===== src/design/sd_pkg.sv =====
package sd_pkg;

    typedef logic [4:0]  reg_addr_t;
    typedef logic [15:0] apb_addr_t;
    typedef logic [31:0] word_t;
    typedef logic [5:0]  cmd_index_t;
    typedef logic [6:0]  crc7_t;
    typedef logic [7:0]  clk_div_t;
    typedef logic [5:0]  bit_cnt_t;
    typedef logic [6:0]  tmo_cnt_t;

    localparam reg_addr_t ADDR_ARG        = 5'h00;
    localparam reg_addr_t ADDR_CMD        = 5'h04;
    localparam reg_addr_t ADDR_STATUS     = 5'h08;
    localparam reg_addr_t ADDR_RESP       = 5'h0C;
    localparam reg_addr_t ADDR_CLKDIV     = 5'h10;
    localparam clk_div_t  DIV_RESET       = 8'd2;
    localparam int        RESP_TIMEOUT    = 64;    // In SD clock periods
    localparam int        CMD_BITS        = 48;
    localparam int        RESP_BITS       = 48;
    localparam int        CRC_SPAN        = 40;    // Leading bits covered by CRC7
    localparam int        CMD_RESP_EN_BIT = 8;

    typedef struct packed {
        logic      valid;
        logic      write;
        reg_addr_t addr;
        word_t     wdata;
    } reg_req_t;

    typedef struct packed {
        logic  ack;
        logic  err;
        word_t rdata;
    } reg_rsp_t;

    typedef struct packed {
        logic       start;
        cmd_index_t index;
        word_t      arg;
        logic       resp_en;
        clk_div_t   div;
    } cmd_req_t;

    typedef struct packed {
        logic  busy;
        logic  done;
        logic  crc_err;
        logic  timeout;
        word_t resp_arg;
    } cmd_rsp_t;

    // STATUS register layout, bit 0 is busy
    typedef struct packed {
        logic timeout;
        logic crc_err;
        logic done;
        logic busy;
    } status_t;

    typedef enum logic [1:0] {BR_IDLE, BR_ACCESS, BR_DONE} bridge_state_e;

    typedef enum logic [2:0] {EN_IDLE, EN_SEND, EN_WAIT_RESP, EN_RECV, EN_FINISH} engine_state_e;

    // One serial step of x^7 + x^3 + 1
    function automatic crc7_t crc7_next(crc7_t crc, logic din);
        logic fb;
        fb = din ^ crc[6];
        return {crc[5:3], crc[2] ^ fb, crc[1:0], fb};
    endfunction

endpackage


===== src/design/sd_apb_bridge.sv =====
`timescale 1ns/1ps

module sd_apb_bridge (
    input  logic              clk,
    input  logic              rst_n,
    input  logic              psel_i,
    input  logic              penable_i,
    input  logic              pwrite_i,
    input  sd_pkg::apb_addr_t paddr_i,
    input  sd_pkg::word_t     pwdata_i,
    output sd_pkg::word_t     prdata_o,
    output logic              pready_o,
    output logic              pslverr_o,
    output sd_pkg::reg_req_t  req_o,
    input  sd_pkg::reg_rsp_t  rsp_i
);
    import sd_pkg::*;

    bridge_state_e state_q;
    reg_req_t      req_q;
    word_t         prdata_q;
    logic          err_q;
    logic          access;
    logic          in_range;

    assign access   = psel_i & penable_i;
    assign in_range = ~|paddr_i[$bits(apb_addr_t)-1:$bits(reg_addr_t)];

    always_ff @(posedge clk or negedge rst_n) begin
        if (!rst_n) begin
            state_q <= BR_IDLE;
            req_q   <= '0;
            err_q   <= 1'b0;
        end else begin
            case (state_q)
                BR_IDLE: begin
                    if (access) begin
                        if (in_range) begin
                            req_q.valid <= 1'b1;
                            req_q.write <= pwrite_i;
                            req_q.addr  <= paddr_i[$bits(reg_addr_t)-1:0];
                            req_q.wdata <= pwdata_i;
                            err_q       <= 1'b0;
                            state_q     <= BR_ACCESS;
                        end else begin
                            err_q   <= 1'b1;   // Never reaches the bank
                            state_q <= BR_DONE;
                        end
                    end
                end
                BR_ACCESS: begin
                    req_q.valid <= 1'b0;   // Single-cycle request
                    if (rsp_i.ack) begin
                        err_q   <= rsp_i.err;
                        state_q <= BR_DONE;
                    end
                end
                default: state_q <= BR_IDLE;
            endcase
        end
    end

    always_ff @(posedge clk) begin
        if (state_q == BR_ACCESS && rsp_i.ack) begin
            prdata_q <= rsp_i.rdata;
        end else if (state_q == BR_IDLE && access && !in_range) begin
            prdata_q <= '0;
        end
    end

    assign req_o     = req_q;
    assign prdata_o  = prdata_q;
    assign pready_o  = (state_q == BR_DONE);
    assign pslverr_o = pready_o & err_q;

endmodule


===== src/design/sd_ctrl_regs.sv =====
`timescale 1ns/1ps

module sd_ctrl_regs (
    input  logic             clk,
    input  logic             rst_n,
    input  sd_pkg::reg_req_t req_i,
    output sd_pkg::reg_rsp_t rsp_o,
    output sd_pkg::cmd_req_t cmd_o,
    input  sd_pkg::cmd_rsp_t cmd_i,
    output logic             irq_o
);
    import sd_pkg::*;

    word_t      arg_q;
    word_t      resp_q;
    cmd_index_t idx_q;
    logic       resp_en_q;
    clk_div_t   div_q;
    logic       start_q;
    logic       done_q;
    logic       crc_err_q;
    logic       timeout_q;
    status_t    status;
    reg_rsp_t   rsp_q;
    word_t      rdata;
    logic       hit;
    logic       wr;

    assign wr     = req_i.valid & req_i.write;
    assign status = '{timeout: timeout_q, crc_err: crc_err_q, done: done_q, busy: cmd_i.busy};

    // Read mux, unmapped offsets answer with an error
    always_comb begin
        hit   = 1'b1;
        rdata = '0;
        case (req_i.addr)
            ADDR_ARG:    rdata = arg_q;
            ADDR_CMD:    rdata = word_t'({resp_en_q, 2'b00, idx_q});
            ADDR_STATUS: rdata = word_t'(status);
            ADDR_RESP:   rdata = resp_q;
            ADDR_CLKDIV: rdata = word_t'(div_q);
            default:     hit   = 1'b0;
        endcase
    end

    always_ff @(posedge clk or negedge rst_n) begin
        if (!rst_n) begin
            rsp_q     <= '0;
            idx_q     <= '0;
            resp_en_q <= 1'b0;
            div_q     <= DIV_RESET;
            start_q   <= 1'b0;
            done_q    <= 1'b0;
            crc_err_q <= 1'b0;
            timeout_q <= 1'b0;
        end else begin
            rsp_q.ack   <= req_i.valid;
            rsp_q.err   <= req_i.valid & ~hit;
            rsp_q.rdata <= rdata;
            start_q     <= wr && (req_i.addr == ADDR_CMD);
            if (wr && req_i.addr == ADDR_CMD) begin
                idx_q     <= req_i.wdata[$bits(cmd_index_t)-1:0];
                resp_en_q <= req_i.wdata[CMD_RESP_EN_BIT];
            end
            if (wr && req_i.addr == ADDR_CLKDIV) begin
                div_q <= req_i.wdata[$bits(clk_div_t)-1:0];
            end
            if (wr && req_i.addr == ADDR_STATUS) begin
                done_q    <= 1'b0;   // Any value clears the flags
                crc_err_q <= 1'b0;
                timeout_q <= 1'b0;
            end
            if (cmd_i.done) begin
                done_q    <= 1'b1;
                crc_err_q <= cmd_i.crc_err;
                timeout_q <= cmd_i.timeout;
            end
        end
    end

    always_ff @(posedge clk) begin
        if (wr && req_i.addr == ADDR_ARG) begin
            arg_q <= req_i.wdata;
        end
        if (cmd_i.done) begin
            resp_q <= cmd_i.resp_arg;
        end
    end

    assign rsp_o = rsp_q;
    assign cmd_o = '{start: start_q, index: idx_q, arg: arg_q, resp_en: resp_en_q, div: div_q};
    assign irq_o = done_q;

endmodule


===== src/design/sd_cmd_engine.sv =====
`timescale 1ns/1ps

module sd_cmd_engine (
    input  logic             clk,
    input  logic             rst_n,
    input  sd_pkg::cmd_req_t req_i,
    output sd_pkg::cmd_rsp_t rsp_o,
    output logic             sd_clk_o,
    output logic             sd_cmd_o,
    output logic             sd_cmd_oe_o,
    input  logic             sd_cmd_i
);
    import sd_pkg::*;

    engine_state_e          state_q;
    clk_div_t               div_cnt_q;
    logic                   sd_clk_q;
    logic                   tick;
    logic                   rise_en;
    logic                   fall_en;
    logic [CMD_BITS-1:0]    frame_q;
    logic [RESP_BITS-1:0]   rx_q;
    crc7_t                  crc_q;
    bit_cnt_t               bit_cnt_q;
    tmo_cnt_t               tmo_cnt_q;
    logic                   resp_en_q;
    logic                   timeout_q;
    logic                   sd_cmd_q;
    logic                   sd_cmd_oe_q;

    // Free-running divider, half period is div + 1 clk cycles
    assign tick    = (div_cnt_q >= req_i.div);
    assign rise_en = tick & ~sd_clk_q;
    assign fall_en = tick & sd_clk_q;

    always_ff @(posedge clk or negedge rst_n) begin
        if (!rst_n) begin
            div_cnt_q <= '0;
            sd_clk_q  <= 1'b0;
        end else if (tick) begin
            div_cnt_q <= '0;
            sd_clk_q  <= ~sd_clk_q;
        end else begin
            div_cnt_q <= div_cnt_q + 1'b1;
        end
    end

    always_ff @(posedge clk or negedge rst_n) begin
        if (!rst_n) begin
            state_q     <= EN_IDLE;
            frame_q     <= '0;
            rx_q        <= '0;
            crc_q       <= '0;
            bit_cnt_q   <= '0;
            tmo_cnt_q   <= '0;
            resp_en_q   <= 1'b0;
            timeout_q   <= 1'b0;
            sd_cmd_q    <= 1'b1;
            sd_cmd_oe_q <= 1'b0;
        end else begin
            case (state_q)
                EN_IDLE: begin
                    if (req_i.start) begin
                        frame_q   <= {2'b01, req_i.index, req_i.arg, 7'd0, 1'b1};
                        crc_q     <= '0;
                        bit_cnt_q <= '0;
                        resp_en_q <= req_i.resp_en;
                        timeout_q <= 1'b0;
                        state_q   <= EN_SEND;
                    end
                end
                EN_SEND: if (fall_en) begin
                    if (bit_cnt_q == bit_cnt_t'(CMD_BITS)) begin
                        sd_cmd_oe_q <= 1'b0;   // Release line after end bit
                        sd_cmd_q    <= 1'b1;
                        tmo_cnt_q   <= '0;
                        state_q     <= resp_en_q ? EN_WAIT_RESP : EN_FINISH;
                    end else begin
                        sd_cmd_oe_q <= 1'b1;
                        sd_cmd_q    <= frame_q[CMD_BITS-1];
                        bit_cnt_q   <= bit_cnt_q + 1'b1;
                        if (bit_cnt_q < bit_cnt_t'(CRC_SPAN)) begin
                            crc_q <= crc7_next(crc_q, frame_q[CMD_BITS-1]);
                        end
                        // CRC slots in behind the argument
                        if (bit_cnt_q == bit_cnt_t'(CRC_SPAN - 1)) begin
                            frame_q <= {crc7_next(crc_q, frame_q[CMD_BITS-1]), 1'b1, 40'd0};
                        end else begin
                            frame_q <= {frame_q[CMD_BITS-2:0], 1'b1};
                        end
                    end
                end
                EN_WAIT_RESP: if (rise_en) begin
                    if (!sd_cmd_i) begin
                        rx_q      <= {rx_q[RESP_BITS-2:0], 1'b0};
                        crc_q     <= crc7_next('0, 1'b0);
                        bit_cnt_q <= bit_cnt_t'(1);
                        state_q   <= EN_RECV;
                    end else if (tmo_cnt_q == tmo_cnt_t'(RESP_TIMEOUT - 1)) begin
                        timeout_q <= 1'b1;
                        state_q   <= EN_FINISH;
                    end else begin
                        tmo_cnt_q <= tmo_cnt_q + 1'b1;
                    end
                end
                EN_RECV: if (rise_en) begin
                    rx_q      <= {rx_q[RESP_BITS-2:0], sd_cmd_i};
                    bit_cnt_q <= bit_cnt_q + 1'b1;
                    if (bit_cnt_q < bit_cnt_t'(CRC_SPAN)) begin
                        crc_q <= crc7_next(crc_q, sd_cmd_i);
                    end
                    if (bit_cnt_q == bit_cnt_t'(RESP_BITS - 1)) begin
                        state_q <= EN_FINISH;
                    end
                end
                default: state_q <= EN_IDLE;   // One cycle for done
            endcase
        end
    end

    assign rsp_o.busy     = (state_q != EN_IDLE);
    assign rsp_o.done     = (state_q == EN_FINISH);
    assign rsp_o.timeout  = timeout_q;
    assign rsp_o.crc_err  = resp_en_q & ~timeout_q & (rx_q[7:1] != crc_q);
    assign rsp_o.resp_arg = rx_q[39:8];

    assign sd_clk_o    = sd_clk_q;
    assign sd_cmd_o    = sd_cmd_q;
    assign sd_cmd_oe_o = sd_cmd_oe_q;

endmodule


===== src/design/sd_host_top.sv =====
`timescale 1ns/1ps

module sd_host_top (
    input  logic              clk,
    input  logic              rst_n,
    input  logic              psel_i,
    input  logic              penable_i,
    input  logic              pwrite_i,
    input  sd_pkg::apb_addr_t paddr_i,
    input  sd_pkg::word_t     pwdata_i,
    output sd_pkg::word_t     prdata_o,
    output logic              pready_o,
    output logic              pslverr_o,
    output logic              irq_o,
    output logic              sd_clk_o,
    output logic              sd_cmd_o,
    output logic              sd_cmd_oe_o,
    input  logic              sd_cmd_i
);
    import sd_pkg::*;

    reg_req_t reg_req;
    reg_rsp_t reg_rsp;
    cmd_req_t cmd_req;
    cmd_rsp_t cmd_rsp;

    sd_apb_bridge sd_apb_bridge_i (
        .clk       (clk),
        .rst_n     (rst_n),
        .psel_i    (psel_i),
        .penable_i (penable_i),
        .pwrite_i  (pwrite_i),
        .paddr_i   (paddr_i),
        .pwdata_i  (pwdata_i),
        .prdata_o  (prdata_o),
        .pready_o  (pready_o),
        .pslverr_o (pslverr_o),
        .req_o     (reg_req),
        .rsp_i     (reg_rsp)
    );

    sd_ctrl_regs sd_ctrl_regs_i (
        .clk   (clk),
        .rst_n (rst_n),
        .req_i (reg_req),
        .rsp_o (reg_rsp),
        .cmd_o (cmd_req),
        .cmd_i (cmd_rsp),
        .irq_o (irq_o)
    );

    // Command line leaves as separate out, enable and in
    sd_cmd_engine sd_cmd_engine_i (
        .clk         (clk),
        .rst_n       (rst_n),
        .req_i       (cmd_req),
        .rsp_o       (cmd_rsp),
        .sd_clk_o    (sd_clk_o),
        .sd_cmd_o    (sd_cmd_o),
        .sd_cmd_oe_o (sd_cmd_oe_o),
        .sd_cmd_i    (sd_cmd_i)
    );

endmodule


===== config.mk =====
export PLATFORM = sky130hd
export DESIGN_NAME = sd_host_top
export DESIGN_NICKNAME = d
export VERILOG_FILES = /design/src/design/sd_pkg.sv /design/src/design/sd_apb_bridge.sv /design/src/design/sd_ctrl_regs.sv /design/src/design/sd_cmd_engine.sv /design/src/design/sd_host_top.sv
export SDC_FILE = /design/constraint.sdc
export NUM_CORES = 1
export LEC_CHECK = 0
export BUFFER_PORTS_ARGS = -buffer_cell sky130_fd_sc_hd__buf_2
export CAP_MARGIN = 20
export CORE_MARGIN = 2
export CORE_UTILIZATION = 50
export CTS_CLUSTER_SIZE = 30
export DETAILED_ROUTE_END_ITERATION = 6
export PLACE_DENSITY = 0.68
export SETUP_SLACK_MARGIN = 0.05
export SYNTH_ARGS = -nofsm -noshare
export SYNTH_HDL_FRONTEND = slang
export SYNTH_SLANG_ARGS = --single-unit

===== constraint.sdc =====
create_clock -name clk -period 3.3 [get_ports clk]
set_input_delay 0.33 -clock clk [delete_from_list [all_inputs] [get_ports clk]]
set_output_delay 0.33 -clock clk [all_outputs]
set_load 0.01 [all_outputs]

==> results.sh, run 1 <==
export IMPL_path_delay_family="compound AO/OA/AOI/OAI gates"
export IMPL_setup_tns_ps=0
export IMPL_cp_end_kind="register"
export IMPL_clk_pin_slew_worst_paths_ps=60
export IMPL_synth_edf_count=96
export IMPL_hold_depth=2
export IMPL_power_density_nw_per_um2=569.9
export IMPL_rsz0062_at_grt="false"
export IMPL_drc=0
export IMPL_drtPass1Iterations=5
export IMPL_finalCriticalPeriod_ps=2850
export IMPL_cpPeakStageDelay_ps=690
export IMPL_grt_total_usage_pct=20.09
export IMPL_antenna_cells=0
export IMPL_wl_per_cell_um=17.89
export IMPL_cts_sinks=315
export IMPL_first_global_vias=7960
export IMPL_setup_violations_final=0
export IMPL_worstRegToRegCells=7
export IMPL_hold_path_class="input pin to register"
export IMPL_grt_overflow_total=0
export IMPL_crit_start="sd_ctrl_regs_i.div_q[1]$_DFFE_PN1P_"
export IMPL_reg2reg_slack_ps=450
export IMPL_holdPathEnd="sd_apb_bridge_i.req_o[10]$_DFFE_PN0P_"
export IMPL_cts_resized=0
export IMPL_antenna_left=0
export IMPL_antenna_found_initial=0
export IMPL_ys_flop_type="dfrtp_1"
export IMPL_clockRootBuffer="clkbuf_16"
export IMPL_skew_ps=27.34
export IMPL_rr_endpoint="sd_cmd_engine_i.crc_q[1]$_DFFE_PN0P_"
export IMPL_ir_drop_v=0.0004185
export IMPL_via_per_inst=5.511
export IMPL_cp_slowest_cell="o31ai_4"
export IMPL_core_area_um2=25040
export IMPL_cts_made_buffers=35
export IMPL_slew_viol_final=0
export IMPL_slew_headroom_pct=44.65
export IMPL_cp_max_fo=19
export IMPL_crit_chain="inv_1 -> ha_1 -> a31oi_1 -> o31ai_4 -> o2111ai_1 -> nor2b_1 -> a22o_1"
export IMPL_synth_area_top_cells="dfrtp_1 (43%), edfxtp_1 (23%), mux2_2 (7.7%), nand2_1 (2.8%), a22o_1 (2.1%)"
export IMPL_tightest_slew_ps=830.2
export IMPL_die_w_um=163.4
export IMPL_syn_area_um2=12700
export IMPL_path_class="register to register"
export IMPL_drtIter0Drc=615
export IMPL_ys_warn_count=0
export IMPL_avgSynthCellArea_um2=12.90
export IMPL_worstReg2RegStart="sd_ctrl_regs_i.div_q[1]$_DFFE_PN1P_"
export IMPL_synth_top_area_share_pct=42.75
export IMPL_cts_tree="yes"
export IMPL_worst_skew_pair_late_latency_ps=520
export IMPL_arrival_ps=3280
export IMPL_initial_core_util_pct=50.73
export IMPL_num_vias=7947
export IMPL_finalCritPeriodShare_pct=86.36
export IMPL_io_pins=92
export IMPL_netlist_instances=985
export IMPL_cellLeakagePower_nw=6.335
export IMPL_dpl_hpwl_um=16800
export IMPL_die_area_um2=26690
export IMPL_grt_pass1_wl_um=42300
export IMPL_drive_above_1_share_pct=24.10
export IMPL_area_growth_pct=16.30
export IMPL_yosysTopAreaCell="dfrtp_1"
export IMPL_setup_worst_path_start_class="register"
export IMPL_fin_nets=1151
export IMPL_status="completed"
export IMPL_totalWireLength_um=25800
export IMPL_ys_ff_latch=315
export IMPL_required_ps=3730
export IMPL_hp_start="pwdata_i[10]"
export IMPL_maxCapViolCount=0
export IMPL_grt_start_max_net_pins=109
export IMPL_synth_fp_nets=1051
export IMPL_cp_num_buf_inv=1
export IMPL_fmax_mhz=350.9
export IMPL_synth_distinct_cells=66
export IMPL_rows=58
export IMPL_io_buffers=91
export IMPL_final_core_utilization_pct=59.01
export IMPL_finalHoldViolCount=0
export IMPL_seq_area_frac_synth_pct=65.86
export IMPL_htreeDepth=2
export IMPL_async_reset_ff_share_pct=69.52
export IMPL_cts_buffer_depth=3
export IMPL_gp_congestion=0.8362
export IMPL_die_h_um=163.4
[where the power goes]
group,internal [mW],switching [mW],leakage [nW]
combinational,0.132,0.139,2.02
clock,2.45,1.51,0.588
sequential,4.10,0.0915,3.73
total,6.67,1.75,6.34
[layout make-up]
type | count | area, um2
Tap cell | 330 | 412.9
Inverter | 21 | 78.83
Sequential cell | 315 | 8366
Timing Repair Buffer | 114 | 678.2
Clock inverter | 11 | 155.1
Multi-Input combinational cell | 598 | 4035
Clock buffer | 53 | 1047
Fill cell | 2020 | 10260
[state kept, by name (all words and copies together), names as in the netlist, 2 cells and up]
signal	count
sd_cmd_engine_i.state_q	3
sd_ctrl_regs_i.arg_q	32
sd_ctrl_regs_i.rsp_o	34
sd_ctrl_regs_i.div_q	8
sd_cmd_engine_i.crc_q	7
sd_cmd_engine_i.frame_q	48
sd_cmd_engine_i.bit_cnt_q	6
sd_ctrl_regs_i.idx_q	6
sd_apb_bridge_i.req_o	39
sd_apb_bridge_i.state_q	2
sd_cmd_engine_i.div_cnt_q	8
sd_apb_bridge_i.prdata_o	32
sd_cmd_engine_i.tmo_cnt_q	7
sd_ctrl_regs_i.resp_q	32
sd_cmd_engine_i.rx_q	40
[worst max-delay path by stage]
stage / to / slack [ps] / cells past startpoint
detailed placement: sd_cmd_engine_i.frame_q[46]$_DFFE_PN0P_ / 60 / 6
finish: sd_cmd_engine_i.crc_q[1]$_DFFE_PN0P_ / 450 / 7
floorplan: sd_apb_bridge_i.prdata_o[0]$_SDFFCE_PN0P_ / 370 / 3
global route: sd_cmd_engine_i.crc_q[1]$_DFFE_PN0P_ / 90 / 7
global placement: sd_cmd_engine_i.frame_q[46]$_DFFE_PN0P_ / 110 / 6
CTS: sd_cmd_engine_i.frame_q[46]$_DFFE_PN0P_ / 50 / 6
[layout by cell type, fill, tap and decap left out, types with 4 or more instances in the layout]
cell type and count:
ha_1 12, clkbuf_1 11, clkinv_2 4, o31ai_1 8
nand3_1 53, dfrtp_1 217, xor2_1 11, a221o_1 4
nand2_1 96, buf_2 90, mux2i_1 9, clkbuf_8 4
nor3_1 6, edfxtp_1 96, inv_1 21, xnor2_1 7
a31oi_1 37, and3_1 11, a22o_1 31, mux2_2 87
o21ai_0 40, and2_1 35, a21oi_1 18, nand2b_1 7
nor2_1 66, clkbuf_16 38, buf_4 19
[cells in the mapped netlist (2+ instances only)]
cell and number:
o31ai_1 8, and3b_1 2, nor2b_1 3, mux2i_1 9, and3_1 11, a41oi_1 3
nor2_1 67, a21oi_1 19, a221o_1 4, or2_2 2, a31oi_1 37, nand4_1 3
mux2_2 87, inv_1 21, clkbuf_1 31, buf_2 14, nand2_1 96, edfxtp_1 96
a22o_1 31, buf_6 4, nand3_1 53, nor3_1 7, nand3b_1 2, nor4_1 3
o2bb2ai_1 2, and2_1 35, o21a_1 3, o22ai_1 3, xnor2_1 7, nand2b_1 7
a22oi_1 2, o21ai_0 40, ha_1 12, xor2_1 11, a2bb2oi_1 2, dfrtp_1 217
dfstp_2 2
[logic make-up (layout without fill, tap and decap cells)]
kind of cell             after synthesis  after routing  synth area share (%)
flip-flops                           315            315                 65.86
AND/OR/NAND/NOR                      300            300                 11.26
AO/OA/AOI/OAI                        171            171                 9.417
multiplexers                          97             97                 8.511
XOR/XNOR                              18             18                 1.241
buffers and inverters                 72            199                 2.532
adder cells (fa/ha/maj)               12             12                 1.182
[through the flow]
step | cells | worst slack (ps) | total power, mW | cell area (um2) | hold slack [ps]
after floorplan | 985 | 367.6 | 4.376 | 12700 | 34.41
after global placement | 1376 | 114.9 | 4.526 | 13540 | 429.4
after detailed placement | 1376 | 56.11 | 4.536 | 13540 | 435.0
after CTS | 1441 | 53.11 | 8.511 | 14750 | 31.81
after global routing | 1442 | 90.05 | 8.711 | 14770 | 31.91
final | 1442 | 450.0 | 8.420 | 14770 | 48.97
[worst reg2reg max path: stages (launching register included)]
cell       delay [ps]
dfstp_2           520
inv_1              50
ha_1              260
a31oi_1           100
o31ai_4           690
o2111ai_1         390
nor2b_1           530
a22o_1            230
[routing by layer]
metal  track usage [%]  up-vias  share of wire [%]
met4             4.787        0                1.7
met3             2.946       36                3.7
met1             27.90     4005                 45
li1                  -     3742                  -
met5                 0        -                  0
met2             33.68      164                 49
[what timing repair did]
| action | CTS | global route |
|---|---|---|
| hold endpoints to repair | 104 | 0 |
| hold buffers | 1 | 0 |
| endpoints found under the setup margin | 0 | 0 |
| buffers inserted | 0 | 0 |
Power figures use the tool's default switching activity.
==> run 2: changes to the inputs <==
- ABC_AREA: unset -> 1
==> run 2 against run 1 <==
Net effect:
- cell count rose by 22%
- worst hold slack better by 22 ps
- critical path depth grew 6
- total power down 1.6%
- worst setup slack better by 320 ps
- first-iteration DRC count is 2.3% higher
- sequential power up 2%
- critical path type unchanged
- flip-flop and latch count unchanged
- highest routed layer unchanged
- cell area is 1.0% higher
==> results.sh, run 2 <==
export IMPL_place_ws_ps=837.3
export IMPL_first_global_vias=8823
export IMPL_layout_common_cells="nand2_1 (350), dfrtp_1 (217), inv_1 (160), o21ai_0 (124), edfxtp_1 (96)"
export IMPL_yosysTopAreaCell="dfrtp_1"
export IMPL_maxCapViolCount=0
export IMPL_clockRootBuffer="clkbuf_16"
export IMPL_dpl_hpwl_um=16850
export IMPL_grt_pass1_wl_um=43170
export IMPL_gp_congestion=0.8458
export IMPL_fin_nets=1466
export IMPL_die_h_um=165.2
export IMPL_hold_path_class="input pin to register"
export IMPL_netlist_instances=1306
export IMPL_grt_total_usage_pct=19.85
export IMPL_regMostFlops="sd_cmd_engine_i.frame_q"
export IMPL_cts_resized=0
export IMPL_drc=0
export IMPL_path_class="register to register"
export IMPL_tightest_slew_ps=1003
export IMPL_drtPass1Iterations=5
export IMPL_ys_ff_latch=315
export IMPL_grt_start_max_net_pins=93
export IMPL_rows=59
export IMPL_instances_no_fill=1760
export IMPL_finalHoldViolCount=0
export IMPL_totalWireLength_um=26140
export IMPL_wl_per_cell_um=14.85
export IMPL_io_buffers=91
export IMPL_cellLeakagePower_nw=7.126
export IMPL_slew_headroom_pct=32.89
export IMPL_setup_tns_ps=0
export IMPL_synth_most_common_cell="nand2_1"
export IMPL_setup_worst_path_start_class="register"
export IMPL_via_per_inst=5.095
export IMPL_crit_path_frequent_cell="nand2_1"
export IMPL_final_common_cell="nand2_1"
export IMPL_cp_end_kind="register"
export IMPL_avgSynthCellArea_um2=9.948
export IMPL_synth_edf_count=96
export IMPL_area_growth_pct=14.86
export IMPL_cp_max_fo=50
export IMPL_async_reset_ff_share_pct=69.52
export IMPL_antenna_found_initial=0
export IMPL_cp_slowest_cell="dfstp_2"
export IMPL_cts_tree="yes"
export IMPL_drtIter0Drc=629
export IMPL_core_area_um2=25760
export IMPL_cts_buffer_depth=3
export IMPL_clk_pin_slew_worst_paths_ps=60
export IMPL_arrival_ps=2890
export IMPL_ys_flop_type="dfrtp_1"
export IMPL_required_ps=3650
export IMPL_finalWorstSetupSlack_ps=765.2
export IMPL_crit_chain="inv_1 -> ha_1 -> nand2_1 -> nand2_1 -> nand2_1 -> nand2_1 -> nand2_1 -> nand3_2 -> nand2_2 -> nand2_2 -> nand3_2 -> buf_4 -> o21ai_0"
export IMPL_largest_reg_flops=48
export IMPL_finalCritPeriodShare_pct=76.81
export IMPL_initial_core_util_pct=50.43
export IMPL_worst_skew_pair_late_latency_ps=510
export IMPL_synth_top_area_share_pct=41.80
export IMPL_place_inst=1698
export IMPL_power_density_nw_per_um2=555.2
export IMPL_num_vias=8968
export IMPL_ys_warn_count=0
export IMPL_skew_ps=14.78
export IMPL_ir_drop_v=0.0003372
export IMPL_grt_overflow_total=0
export IMPL_htreeDepth=2
export IMPL_syn_area_um2=12990
export IMPL_finalCriticalPeriod_ps=2535
export IMPL_cts_sinks=315
export IMPL_seq_area_frac_synth_pct=64.39
export IMPL_status="completed"
export IMPL_synth_area_top_cells="dfrtp_1 (42%), edfxtp_1 (22%), nand2_1 (10%), o21ai_0 (4.8%), inv_1 (4.6%)"
export IMPL_die_w_um=165.2
export IMPL_cts_made_buffers=34
export IMPL_postCtsSetupBuffers=0
export IMPL_synth_common_cells="nand2_1 (350), dfrtp_1 (217), inv_1 (160), o21ai_0 (125), nor2_1 (97)"
export IMPL_antenna_left=0
export IMPL_die_area_um2=27290
export IMPL_cpPeakStageDelay_ps=530
export IMPL_synth_fp_nets=1372
export IMPL_io_pins=92
export IMPL_rsz0062_at_grt="false"
export IMPL_holdWs_ps=71.04
export IMPL_antenna_cells=0
export IMPL_fmax_mhz=394.5
export IMPL_drive_above_1_share_pct=14.04
export IMPL_setup_violations_final=0
export IMPL_synth_distinct_cells=44
export IMPL_slew_viol_final=0
## run 2: through the flow
| stage | utilization [%] | total power, mW | cell area [um2] |
|---|---|---|---|
| detailed placement | 53.54 | 4.596 | 13790 |
| global route | 57.92 | 8.596 | 14920 |
| global placement | 53.54 | 4.576 | 13790 |
| finish | 57.92 | 8.286 | 14920 |
| CTS | 57.92 | 8.367 | 14920 |
| floorplan | - | 4.433 | 13000 |
## run 2: repair_timing
action,in CTS,in global routing
hold buffers,1,0
setup endpoints to repair,0,0
hold endpoints to repair,87,0
## run 2: area by class of cell
class / instances / area, um2
Fill cell: 2179 / 10840
Inverter: 167 / 626.9
Sequential cell: 315 / 8366
Multi-Input combinational cell: 773 / 3765
Clock buffer: 52 / 1021
Tap cell: 335 / 419.2
Clock inverter: 9 / 97.59
Timing Repair Buffer: 109 / 628.1
## run 2: final timing paths
| path | start | to | slack, ps | depth (start not counted) |
|---|---|---|---|---|
| setup reg to reg | sd_ctrl_regs_i.div_q[1]$_DFFE_PN1P_ | sd_cmd_engine_i.frame_q[27]$_DFFE_PN0P_ | 770 | 13 |
| setup / recovery | sd_ctrl_regs_i.div_q[1]$_DFFE_PN1P_ | sd_cmd_engine_i.frame_q[27]$_DFFE_PN0P_ | 770 | 13 |
| hold / removal | pwdata_i[15] | sd_apb_bridge_i.req_o[15]$_DFFE_PN0P_ | 70 | 3 |
| min in group asynchronous | rst_n | sd_apb_bridge_i.req_o[6]$_DFFE_PN0P_ | 430 | 2 |
| max in group asynchronous | rst_n | sd_cmd_engine_i.sd_cmd_o$_DFFE_PN1P_ | 2000 | 3 |
| hold reg to reg | sd_apb_bridge_i.req_o[38]$_DFFE_PN0P_ | sd_ctrl_regs_i.rsp_o[33]$_DFF_PN0_ | 430 | 0 |
## run 2: where the power goes
part	internal [mW]	switching, mW
sequential	4.17	0.0915
clock	2.29	1.47
combinational	0.107	0.156
## run 2: kinds of logic (layout without fill, tap and decap cells)
| logic type | after synthesis | after routing | share of synthesized area, % |
|---|---|---|---|
| fa+ha+maj | 12 | 12 | 1.156 |
| simple gates | 520 | 520 | 16.62 |
| flops | 315 | 315 | 64.39 |
| buf+inv | 218 | 337 | 6.914 |
| compound gates | 226 | 226 | 9.910 |
| xor+xnor | 15 | 15 | 1.011 |
## run 2: routing by layer
metal | vias to the layer above | global-route usage, % | part of all wire [%]
met5 | - | 0 | 0
met1 | 4297 | 27.21 | 45
met2 | 222 | 33.09 | 48
li1 | 4399 | - | -
met4 | 0 | 5.494 | 2.1
met3 | 50 | 3.147 | 5.0
## run 2: worst max-delay path, delay by kind of cell, from the launching register on
family                     cells  cell delay [ps]
and+or+nand+nor                9              880
DFF                            1              530
buffers and inverters          2              460
adders and majority gates      1              340
AOI/OAI and AO/OA              1              160
